File: config.mk
export PLATFORM = sky130hd
export DESIGN_NAME = arp_request_top
export DESIGN_NICKNAME = d
export VERILOG_FILES = /design/src/logic/arp_pkg.sv /design/src/logic/arp_request_capture.sv /design/src/logic/arp_request_sequencer.sv /design/src/logic/arp_frame_builder.sv /design/src/logic/arp_request_top.sv
export VERILOG_INCLUDE_DIRS = /design/src /design/src/logic
export SDC_FILE = /design/constraint.sdc
export NUM_CORES = 1
export LEC_CHECK = 0
export BUFFER_PORTS_ARGS = -buffer_cell sky130_fd_sc_hd__buf_4
export CAP_MARGIN = 20
export CORE_AREA = 2 2 696 698
export CTS_BUF_LIST = sky130_fd_sc_hd__clkbuf_2 sky130_fd_sc_hd__clkbuf_4 sky130_fd_sc_hd__clkbuf_8
export DETAILED_ROUTE_END_ITERATION = 10
export DIE_AREA = 0 0 698 700
export HOLD_SLACK_MARGIN = 0.05
export PLACE_DENSITY_LB_ADDON = 0.1
export REMOVE_ABC_BUFFERS = 1
export SYNTH_ARGS = -nofsm -noshare
export SYNTH_HDL_FRONTEND = slang
export SYNTH_HIERARCHICAL = 1
export SYNTH_SLANG_ARGS = --single-unit
File: constraint.sdc
create_clock -name clk -period 9.21 [get_ports clk]
set_input_delay 0.4605 -clock clk [delete_from_list [all_inputs] [get_ports clk]]
set_output_delay 0.4605 -clock clk [all_outputs]
set_load 0.02 [all_outputs]
File: src/logic/arp_settings.svh
`ifndef ARP_SETTINGS_SVH
`define ARP_SETTINGS_SVH

// Switch geometry
`define ARP_NUM_PORTS       20
`define ARP_PORT_FIELD_W    24

// Frame size in bytes on the shared bus
`define ARP_FRAME_LEN       64

// Ethernet and ARP header constants
`define ARP_BROADCAST_BYTE  8'hff
`define ARP_ETHERTYPE       16'h0806
`define ARP_HTYPE           16'h0001
`define ARP_PTYPE           16'h0800
`define ARP_HLEN            8'd6
`define ARP_PLEN            8'd4
`define ARP_OPER_REQUEST    16'h0001

// Address widths
`define ARP_IP_W            32
`define ARP_MAC_W           48

`endif

File: src/logic/arp_pkg.sv
`include "arp_settings.svh"

package arp_pkg;

	////////////////////////////////////////////////////////////////////////////
	// Addresses

	typedef logic [`ARP_IP_W-1:0] ip_addr_t;
	typedef logic [`ARP_MAC_W-1:0] mac_addr_t;

	////////////////////////////////////////////////////////////////////////////
	// Port selection

	// Request port field is one-hot but wider than the port count
	typedef logic [`ARP_PORT_FIELD_W-1:0] port_field_t;
	typedef logic [$clog2(`ARP_NUM_PORTS)-1:0] port_index_t;
	typedef logic [`ARP_NUM_PORTS-1:0] port_mask_t;

	////////////////////////////////////////////////////////////////////////////
	// Frame bus

	typedef logic [$clog2(`ARP_FRAME_LEN)-1:0] byte_index_t;
	typedef logic [7:0] tx_byte_t;

	// Own addresses, one entry per port
	typedef ip_addr_t [`ARP_NUM_PORTS-1:0] port_ip_table_t;
	typedef mac_addr_t [`ARP_NUM_PORTS-1:0] port_mac_table_t;

endpackage

File: src/logic/arp_request_capture.sv
`timescale 1ns/1ps
`include "arp_settings.svh"

module arp_request_capture (
	input  logic                  clk,
	input  logic                  idle,
	input  arp_pkg::port_field_t  lut_port,
	input  arp_pkg::ip_addr_t     lut_ip,
	input  logic                  lut_en,
	input  arp_pkg::port_field_t  fade_port,
	input  arp_pkg::ip_addr_t     fade_ip,
	input  logic                  fade_en,
	output logic                  req_pending,
	output logic                  port_valid,
	output arp_pkg::port_index_t  port_index,
	output arp_pkg::ip_addr_t     target_ip
);

	arp_pkg::port_field_t field_q;
	logic one_hot;
	logic in_range;

	assign req_pending = lut_en | fade_en;

	// Lookup miss wins over expiry
	always_ff @(posedge clk) begin
		if (idle) begin
			if (lut_en) begin
				field_q   <= lut_port;
				target_ip <= lut_ip;
			end else if (fade_en) begin
				field_q   <= fade_port;
				target_ip <= fade_ip;
			end else begin
				field_q   <= '0;
				target_ip <= '0;
			end
		end
	end

	// Exactly one bit, and only on an existing port
	assign one_hot  = (field_q != '0) && ((field_q & (field_q - arp_pkg::port_field_t'(1))) == '0);
	assign in_range = ~|field_q[`ARP_PORT_FIELD_W-1:`ARP_NUM_PORTS];
	assign port_valid = one_hot && in_range;

	always_comb begin
		port_index = '0;
		for (int i = 0; i < `ARP_NUM_PORTS; i++) begin
			if (field_q[i]) begin
				port_index = arp_pkg::port_index_t'(i);
			end
		end
	end

endmodule

File: src/logic/arp_request_sequencer.sv
`timescale 1ns/1ps
`include "arp_settings.svh"

module arp_request_sequencer (
	input  logic                  clk,
	input  logic                  rst,
	input  logic                  req_pending,
	input  logic                  port_valid,
	input  arp_pkg::port_index_t  port_index,
	input  arp_pkg::port_mask_t   req_ack,
	output logic                  idle,
	output logic                  sending,
	output arp_pkg::byte_index_t  byte_index,
	output arp_pkg::port_mask_t   req_ready
);

	typedef enum logic [1:0] {
		IDLE,
		HOLD,
		SEND
	} state_t;

	localparam arp_pkg::byte_index_t LAST_BYTE = arp_pkg::byte_index_t'(`ARP_FRAME_LEN - 1);

	state_t state;
	logic ack_hit;
	logic last_byte;
	arp_pkg::port_mask_t port_bit;

	assign port_bit = arp_pkg::port_mask_t'(1) << port_index;

	// Only the captured port's ack counts
	assign ack_hit   = port_valid && ((req_ack & port_bit) != '0);
	assign last_byte = (byte_index == LAST_BYTE);

	////////////////////////////////////////////////////////////////////////////
	// State machine

	always_ff @(posedge clk) begin
		if (rst) begin
			state <= IDLE;
		end else begin
			case (state)
				IDLE: begin
					if (req_pending) begin
						state <= HOLD;
					end
				end
				HOLD: begin
					if (!port_valid) begin
						state <= IDLE;
					end else if (ack_hit) begin
						state <= SEND;
					end
				end
				SEND: begin
					if (last_byte) begin
						state <= IDLE;
					end
				end
				default: begin
					state <= IDLE;
				end
			endcase
		end
	end

	////////////////////////////////////////////////////////////////////////////
	// Byte counter

	always_ff @(posedge clk) begin
		if (rst || state != SEND) begin
			byte_index <= '0;
		end else begin
			byte_index <= byte_index + 1'b1;
		end
	end

	assign idle    = (state == IDLE);
	assign sending = (state == SEND);

	// Ready on the captured port for as long as we wait
	assign req_ready = (state == HOLD && port_valid) ? port_bit : '0;

endmodule

File: src/logic/arp_frame_builder.sv
`timescale 1ns/1ps
`include "arp_settings.svh"

module arp_frame_builder (
	input  logic                      clk,
	input  logic                      rst,
	input  logic                      sending,
	input  arp_pkg::byte_index_t      byte_index,
	input  arp_pkg::port_index_t      port_index,
	input  arp_pkg::ip_addr_t         target_ip,
	input  arp_pkg::port_ip_table_t   local_ip,
	input  arp_pkg::port_mac_table_t  local_mac,
	output arp_pkg::tx_byte_t         tx_data,
	output arp_pkg::port_mask_t       tx_en
);

	// Ethertype through opcode fill frame bytes 12 to 21
	localparam logic [79:0] FIXED_HDR = {
		`ARP_ETHERTYPE,
		`ARP_HTYPE,
		`ARP_PTYPE,
		`ARP_HLEN,
		`ARP_PLEN,
		`ARP_OPER_REQUEST
	};

	arp_pkg::mac_addr_t own_mac;
	arp_pkg::ip_addr_t own_ip;
	arp_pkg::tx_byte_t frame_byte;
	int pos;

	assign pos = int'(byte_index);

	// Own addresses are first needed at byte 6
	always_ff @(posedge clk) begin
		if (sending && byte_index == '0) begin
			own_mac <= local_mac[port_index];
			own_ip  <= local_ip[port_index];
		end
	end

	////////////////////////////////////////////////////////////////////////////
	// Byte mux

	always_comb begin
		frame_byte = '0;
		case (byte_index) inside
			[6'd0:6'd5]: begin
				frame_byte = `ARP_BROADCAST_BYTE;
			end
			[6'd6:6'd11]: begin
				frame_byte = own_mac[8*(11-pos) +: 8];
			end
			[6'd12:6'd21]: begin
				frame_byte = FIXED_HDR[8*(21-pos) +: 8];
			end
			[6'd22:6'd27]: begin
				frame_byte = own_mac[8*(27-pos) +: 8];
			end
			[6'd28:6'd31]: begin
				frame_byte = own_ip[8*(31-pos) +: 8];
			end
			// Target MAC stays zero
			[6'd38:6'd41]: begin
				frame_byte = target_ip[8*(41-pos) +: 8];
			end
			default: begin
				frame_byte = '0;
			end
		endcase
	end

	////////////////////////////////////////////////////////////////////////////
	// Output registers

	always_ff @(posedge clk) begin
		if (rst) begin
			tx_data <= '0;
			tx_en   <= '0;
		end else if (sending) begin
			tx_data <= frame_byte;
			tx_en   <= arp_pkg::port_mask_t'(1) << port_index;
		end else begin
			tx_data <= '0;
			tx_en   <= '0;
		end
	end

endmodule

File: src/logic/arp_request_top.sv
`timescale 1ns/1ps

module arp_request_top (
	input  logic                      clk,
	input  logic                      rst,
	input  arp_pkg::port_field_t      lut_port,
	input  arp_pkg::ip_addr_t         lut_ip,
	input  logic                      lut_en,
	input  arp_pkg::port_field_t      fade_port,
	input  arp_pkg::ip_addr_t         fade_ip,
	input  logic                      fade_en,
	input  arp_pkg::port_ip_table_t   local_ip,
	input  arp_pkg::port_mac_table_t  local_mac,
	input  arp_pkg::port_mask_t       req_ack,
	output arp_pkg::port_mask_t       req_ready,
	output arp_pkg::tx_byte_t         tx_data,
	output arp_pkg::port_mask_t       tx_en
);

	logic idle;
	logic req_pending;
	logic port_valid;
	logic sending;
	arp_pkg::port_index_t port_index;
	arp_pkg::ip_addr_t target_ip;
	arp_pkg::byte_index_t byte_index;

	arp_request_capture u_capture (
		.clk         (clk),
		.idle        (idle),
		.lut_port    (lut_port),
		.lut_ip      (lut_ip),
		.lut_en      (lut_en),
		.fade_port   (fade_port),
		.fade_ip     (fade_ip),
		.fade_en     (fade_en),
		.req_pending (req_pending),
		.port_valid  (port_valid),
		.port_index  (port_index),
		.target_ip   (target_ip)
	);

	arp_request_sequencer u_sequencer (
		.clk         (clk),
		.rst         (rst),
		.req_pending (req_pending),
		.port_valid  (port_valid),
		.port_index  (port_index),
		.req_ack     (req_ack),
		.idle        (idle),
		.sending     (sending),
		.byte_index  (byte_index),
		.req_ready   (req_ready)
	);

	arp_frame_builder u_builder (
		.clk        (clk),
		.rst        (rst),
		.sending    (sending),
		.byte_index (byte_index),
		.port_index (port_index),
		.target_ip  (target_ip),
		.local_ip   (local_ip),
		.local_mac  (local_mac),
		.tx_data    (tx_data),
		.tx_en      (tx_en)
	);

endmodule

Yosys cells after proc, flatten, opt, wreduce, memory -nomap -nowiden
Cells that the tools add are included.
{"block": "op_classes", "n_addsub": 7, "n_lt_le_gt_ge": 13, "n_eq_ne": 7, "n_shift": 6, "mux": 39, "bitwise_logic": 4, "n_reduce_logical": 21}
{"operator": "binary-select mux 48 bit (select 5 bit)", "count": 1}
{"operator": "binary-select mux 32 bit (select 5 bit)", "count": 1}
{"operator": "2-to-1 mux 32 bit", "count": 3}
{"operator": "indexed part select 48 x 32 -> 8 bit", "count": 2}
{"operator": "indexed part select 80 x 32 -> 8 bit, first input constant", "count": 1}
{"operator": "indexed part select 32 x 32 -> 8 bit", "count": 2}
{"operator": "2-to-1 mux 24 bit", "count": 2}
{"operator": "2-to-1 mux 48 bit", "count": 1}
{"operator": "2-to-1 mux 8 bit", "count": 6}
{"operator": "2-to-1 mux 4 bit", "count": 8}
{"operator": "bitwise AND 24 bit", "count": 1}
{"operator": "zero test 24 bit", "count": 1}
{"operator": "nonzero test 24 bit", "count": 1}
{"operator": "subtractor 24 x 1 -> 24 bit, second input constant", "count": 1}
{"operator": "subtractor 5 x 6 -> 7 bit, first input constant", "count": 3}
{"operator": "bitwise AND 20 bit", "count": 1}
{"operator": "2-to-1 mux 20 bit", "count": 1}
{"operator": "2-to-1 mux 5 bit", "count": 4}
{"operator": "nonzero test 20 bit", "count": 1}
{"operator": "left shift 1 x 5 -> 20 bit, first input constant", "count": 1}
{"operator": "<= comparator 6 x 5 -> 1 bit, second input constant", "count": 3}
{"operator": "greater-or-equal comparator 6 x 5 -> 1 bit, second input constant", "count": 2}
{"operator": "2-to-1 mux 2 bit", "count": 6}
{"operator": "2-to-1 mux 3 bit", "count": 4}
{"operator": "29 further kinds", "count": 40}
{"block": "word_totals", "ff_bits": 172, "word_cells": 105}

Depth between registers and ports, before layout
{"block": "depth", "word_depth": 26, "depth_mapped": 15}

Hierarchy
Netlist, hierarchy kept.
{"module": "arp_frame_builder", "instances": 1, "cells_each": 1207, "area_per_inst_um2": 17215.3, "seq_area_each_um2": 2962.8}
{"module": "arp_request_capture", "instances": 1, "cells_each": 190, "area_per_inst_um2": 2638.8, "seq_area_each_um2": 1681.6}
{"module": "arp_request_sequencer", "instances": 1, "cells_each": 91, "area_per_inst_um2": 703.2, "seq_area_each_um2": 160.2}

Worst setup path before layout
OpenSTA, ideal clock, no wires.
{"block": "synth_timing", "path_kind": "register -> register", "start": "register u_sequencer.byte_index[0]", "end": "register u_builder.own_ip[0], enable pin", "arrival_ns": 8.399, "t_required_ns": 8.495, "path_slack_ns": 0.096, "path_stages_with_launch": 4, "n_path_buf": 2, "synth_period_minus_slack_ns": 9.114, "cell_sequence": "dfxtp_1 buf_2 buf_2 nor4_1"}
{"block": "synth_via", "elab_chain_cells": 2}
{"element": "start: declaration", "line_no": "arp_request_sequencer.sv:13", "rtl": "output arp_pkg::byte_index_t byte_index,"}
{"element": "start signal: assignment", "line_no": "arp_request_sequencer.sv:75", "rtl": "byte_index <= byte_index + 1'b1;"}
{"element": "zero test 6 bit", "line_no": "arp_frame_builder.sv:36", "rtl": "if (sending && byte_index == '0) begin"}
{"element": "logical AND 1 bit", "line_no": "arp_frame_builder.sv:36"}
{"element": "end signal: assignment", "line_no": "arp_frame_builder.sv:38", "rtl": "own_ip <= local_ip[port_index];"}
{"element": "end: declaration", "line_no": "arp_frame_builder.sv:28", "rtl": "arp_pkg::ip_addr_t own_ip;"}
No other way between the ends.
A chain may end at the register's enable or synchronous reset.

Worst setup path in the final report
{"block": "layout_timing", "start": "register u_capture.field_q[4]", "end": "output req_ready[10]"}
{"block": "layout_via", "elab_chain_cells": 18, "elab_cells_between_ends": 25, "classes_between": "add/sub (1); shift (1); mux (17); bitwise (1); reduce/logical (5)"}
{"element": "start: declaration", "line_no": "arp_request_capture.sv:19", "rtl": "arp_pkg::port_field_t field_q;"}
{"element": "start signal: assignment", "line_no": "arp_request_capture.sv:29", "rtl": "field_q <= lut_port;"}
{"element": "start signal: assignment", "line_no": "arp_request_capture.sv:32", "rtl": "field_q <= fade_port;"}
{"element": "2-to-1 mux 3 bit (4 in a row)", "line_no": "arp_request_capture.sv:49", "rtl": "if (field_q[i]) begin"}
{"element": "2-to-1 mux 4 bit (8 in a row)", "line_no": "arp_request_capture.sv:49"}
{"element": "2-to-1 mux 5 bit (4 in a row)", "line_no": "arp_request_capture.sv:49"}
{"element": "net port_index[1]", "line_no": "arp_request_top.sv:24", "rtl": "arp_pkg::port_index_t port_index;"}
{"element": "left shift 1 x 5 -> 20 bit", "line_no": "arp_request_sequencer.sv:30", "rtl": "assign port_bit = arp_pkg::port_mask_t'(1) << port_index;"}
{"element": "2-to-1 mux 20 bit", "line_no": "arp_request_sequencer.sv:83", "rtl": "assign req_ready = (state == HOLD && port_valid) ? port_bit : '0;"}
{"element": "end: declaration", "line_no": "arp_request_top.sv:15", "rtl": "output arp_pkg::port_mask_t req_ready,"}
The timed path passes the listed nets, and every way through them passes these cells.

==> impl_metrics.tcl <==
set metrics [dict create \
    status "completed" \
    cp.required_ps 8750 \
    final_hold_viol_count 0 \
    setup_repair_after_global_routing_missed_its_margin "false" \
    first_pass_grt_wire_length_um 361000 \
    detail_route.drc_violations 0 \
    floorplan.initialDensity 0.0427 \
    drt-total-wl_um 300000 \
    critical_path_arrival_ps 4710 \
    cts_made_buffers 21 \
    dr_total_vias 24200 \
    layout_cells_sized_above_1 0.715 \
    critical_path.max_fanout 71 \
    finalPower_uw 4470 \
    setup_viol 0 \
    synth.yosys.warnings 6 \
    design.die.area_um2 489000 \
    clock_transition_at_the_registers_of_the_reported_paths_ps 140 \
    grt_max_degree 104 \
    layout_common_cells "1823 x sky130_fd_sc_hd__buf_4, 460 x sky130_fd_sc_hd__mux4_2, 136 x sky130_fd_sc_hd__edfxtp_1, 112 x sky130_fd_sc_hd__dlygate4sd3_1" \
    clock_tree.root_cell "sky130_fd_sc_hd__clkbuf_8" \
    final_hold_slack_ps 240 \
    final_worst_path_cycle_share 0.562 \
    ys_seq_area_frac 0.234 \
    post_synth_cell_types 71 \
    cts_setup_buffers 0 \
    post_drt_via_cell_ratio 2.48 \
    vias_in_the_first_global_route 26500 \
    final_util 0.0902 \
    timing.clock.skew_ps 44.2 \
    top_level_ports 1784 \
    clock_power_share 0.193 \
    p_seq_frac 0.205 \
    synth_top_area_share 0.504 \
    avgSynthCellArea_um2 13.8 \
    synthTopCellsByArea "sky130_fd_sc_hd__mux4_2 50%, sky130_fd_sc_hd__edfxtp_1 20%, sky130_fd_sc_hd__mux2i_1 5.0%" \
    internal_power_uw 2590 \
    power_frac_comb 0.602 \
    netSwitchingFraction 0.420 \
    layout.cells.most_common "sky130_fd_sc_hd__buf_4" \
    clock_latency_ps 750 \
    placed_cell_area_um2 41700 \
    global_route.overflow_total 0 \
    grt_use_met2 0.208 \
    clock_tree_from_tritoncts "done" \
    pwr_density_cell_nw_per_um2 103 \
    synth_area_leader_cell "sky130_fd_sc_hd__mux4_2" \
    cp-start-kind "flop" \
    max_freq_mhz 193 \
    core_area_um2 481000 \
    tightest_slew_ps 1070 \
    synthToLayoutAreaGrowth_pct 111 \
    synth_seq_cells 172 \
    global_route.peak_usage_layer "met2" \
    gr-usage-met3 0.0492 \
    fp.dieH_um 700 \
    layout.filler_cells 56000 \
    power.switching_uw 1880 \
    async_flop_share 0 \
    rows 255 \
    worst_setup_path_end_kind "primary output" \
    ir_drop_mv 0.0982 \
    first_pass_iters 5 \
    timing.hold.worst.class "primary input to flop" \
    post_cts_resize_count 0 \
    dp_hpwl_um 266000 \
    synth_flop_cell "sky130_fd_sc_hd__edfxtp_1" \
    detail-route-antenna-nets 0 \
    h-tree-depth 4 \
    power.leakage_uw 0.0159 \
    route.detailed.wl_per_inst_um 30.7 \
    global_route.usage.met1 0.136 \
    cp-startpoint "u_capture/field_q[4]$_DFFE_PP_" \
    timing.reg2reg.setup_slack_ps 4320 \
    edff_count_synth 136 \
    io_buffer_count 1783 \
    synth_area_um2 20600 \
    die_width_um 698 \
    grt_usage 0.118 \
    critPathKind "flop to primary output" \
    regToRegStartpoint "u_capture/field_q[4]$_DFFE_PP_" \
    final_cell_count_no_fill 9775 \
    timing.final.crit_period_ps 5170 \
    dp_cell_count 9581 \
    final_net_count 5037 \
    max_cap_violations 0 \
    hold_path.startpoint "fade_port[15]" \
    syn-instance-count 1488 \
    cts_num_sinks 172 \
    final_area_um2 43400 \
    worst_slew_margin_rel 0.288 \
    gpl.final_weighted_congestion 0.812 \
    number_of_antenna_violations_at_the_first_check_in_global_routing 223 \
    final_max_slew_viol_count 0 \
    cts_buffer_depth 3 \
    detailedRoute.firstIterationViolations 1430 \
]
==> layer usage <==
layer  vias to the layer above  share of wire
li1                      10100              -
met1                     12500           0.39
met2                      1200           0.50
met3                       286          0.093
met4                       136          0.012
met5                         -         0.0029
==> final cells by class <==
type	count	area, µm²	share of cell area
timing repair buffer	1948	15000	0.347
multi-input combinational	1055	14600	0.336
tap	6425	8040	0.185
sequential	172	4810	0.111
inverter	93	349	0.00804
clock buffer	23	304	0.00700
clock inverter	10	140	0.00323
antenna	49	123	0.00282
==> logic make-up (layout without fill, tap and decap cells) <==
kind of cell	Yosys count	in the layout	synth area share
mux	563	563	0.554
buf+inv	261	2074	0.0610
fa+ha+maj	13	13	0.00761
other cells	0	49	0
simple gates	212	212	0.0515
flops	172	172	0.234
xor+xnor	9	9	0.00383
compound gates	258	258	0.0882
==> critical path: stages (launching register included) <==
cell and delay, ps:
sky130_fd_sc_hd__edfxtp_1 510, sky130_fd_sc_hd__nor2_1 180, sky130_fd_sc_hd__o21ai_0 130, sky130_fd_sc_hd__a211oi_1 300
sky130_fd_sc_hd__nor3_1 100, sky130_fd_sc_hd__o31ai_1 300, sky130_fd_sc_hd__a211o_4 650, sky130_fd_sc_hd__buf_12 380
sky130_fd_sc_hd__buf_12 380, sky130_fd_sc_hd__nand2b_1 180, sky130_fd_sc_hd__or2_1 270, sky130_fd_sc_hd__nor2_1 110
sky130_fd_sc_hd__buf_4 150
==> final timing paths <==
path	end	cells after the start
worst max-delay path	req_ready[10]	12
worst min-delay path	u_capture/field_q[15]$_DFFE_PP_	2
worst max register to register	u_builder/own_mac[10]$_DFFE_PP_	13
worst min register to register	u_sequencer/state[0]$_SDFFE_PP0P_	2
==> cells in the mapped netlist, types with 4 or more instances <==
| library cell | count |
|---|---|
| sky130_fd_sc_hd__nand3b_1 | 5 |
| sky130_fd_sc_hd__mux2i_1 | 102 |
| sky130_fd_sc_hd__xor2_1 | 4 |
| sky130_fd_sc_hd__buf_6 | 27 |
| sky130_fd_sc_hd__nor4_1 | 4 |
| sky130_fd_sc_hd__nor3_1 | 13 |
| sky130_fd_sc_hd__nand2b_1 | 13 |
| sky130_fd_sc_hd__o221ai_1 | 5 |
| sky130_fd_sc_hd__or3_1 | 7 |
| sky130_fd_sc_hd__clkbuf_1 | 81 |
| sky130_fd_sc_hd__dfxtp_1 | 36 |
| sky130_fd_sc_hd__buf_2 | 33 |
| sky130_fd_sc_hd__clkinv_1 | 42 |
| sky130_fd_sc_hd__xnor2_1 | 5 |
| sky130_fd_sc_hd__ha_1 | 10 |
| sky130_fd_sc_hd__edfxtp_1 | 136 |
| sky130_fd_sc_hd__a32o_1 | 9 |
| sky130_fd_sc_hd__a22o_1 | 55 |
| sky130_fd_sc_hd__nor2b_1 | 5 |
| sky130_fd_sc_hd__nand2_1 | 17 |
| sky130_fd_sc_hd__a221o_1 | 10 |
| sky130_fd_sc_hd__o21ai_0 | 14 |
| sky130_fd_sc_hd__nor2_1 | 105 |
| sky130_fd_sc_hd__o22ai_1 | 88 |
| sky130_fd_sc_hd__nand3_1 | 11 |
| sky130_fd_sc_hd__inv_1 | 51 |
| sky130_fd_sc_hd__mux4_2 | 460 |
| sky130_fd_sc_hd__or2_1 | 4 |
| sky130_fd_sc_hd__a21oi_1 | 48 |
| sky130_fd_sc_hd__buf_4 | 8 |
| sky130_fd_sc_hd__buf_1 | 19 |
| sky130_fd_sc_hd__o21ai_1 | 4 |
==> sequential cells by signal (all words and copies together), names as in the netlist <==
name,count
u_builder/own_mac,48
u_builder/tx_data,8
u_builder/own_ip,32
u_sequencer/byte_index,6
u_sequencer/state,2
u_builder/tx_en,20
u_capture/target_ip,32
u_capture/field_q,24
==> power groups by stage <==
| stage | Combinational, µW | Sequential (µW) | Clock (µW) |
|---|---|---|---|
| final | 2690 | 915 | 864 |
| after detailed placement | 2750 | 933 | 0 |
| after floorplan | 1980 | 926 | 0 |
| after global routing | 2880 | 918 | 971 |
| after global placement | 2750 | 933 | 0 |
| after CTS | 2810 | 916 | 987 |
==> timing repair <==
item	CTS	global route
hold endpoints to repair	57	0
setup endpoints to repair	0	0
hold buffers	112	0
==> through the flow <==
stage | TNS [ps] | setup slack (ps)
4_1_cts | 0 | 3740
6_report | 0 | 4040
3_5_place_dp | 0 | 4240
2_1_floorplan | -1256770 | -11050
5_1_grt | 0 | 3600
3_3_place_gp | 0 | 4140
(Power assumes the default switching activity.)
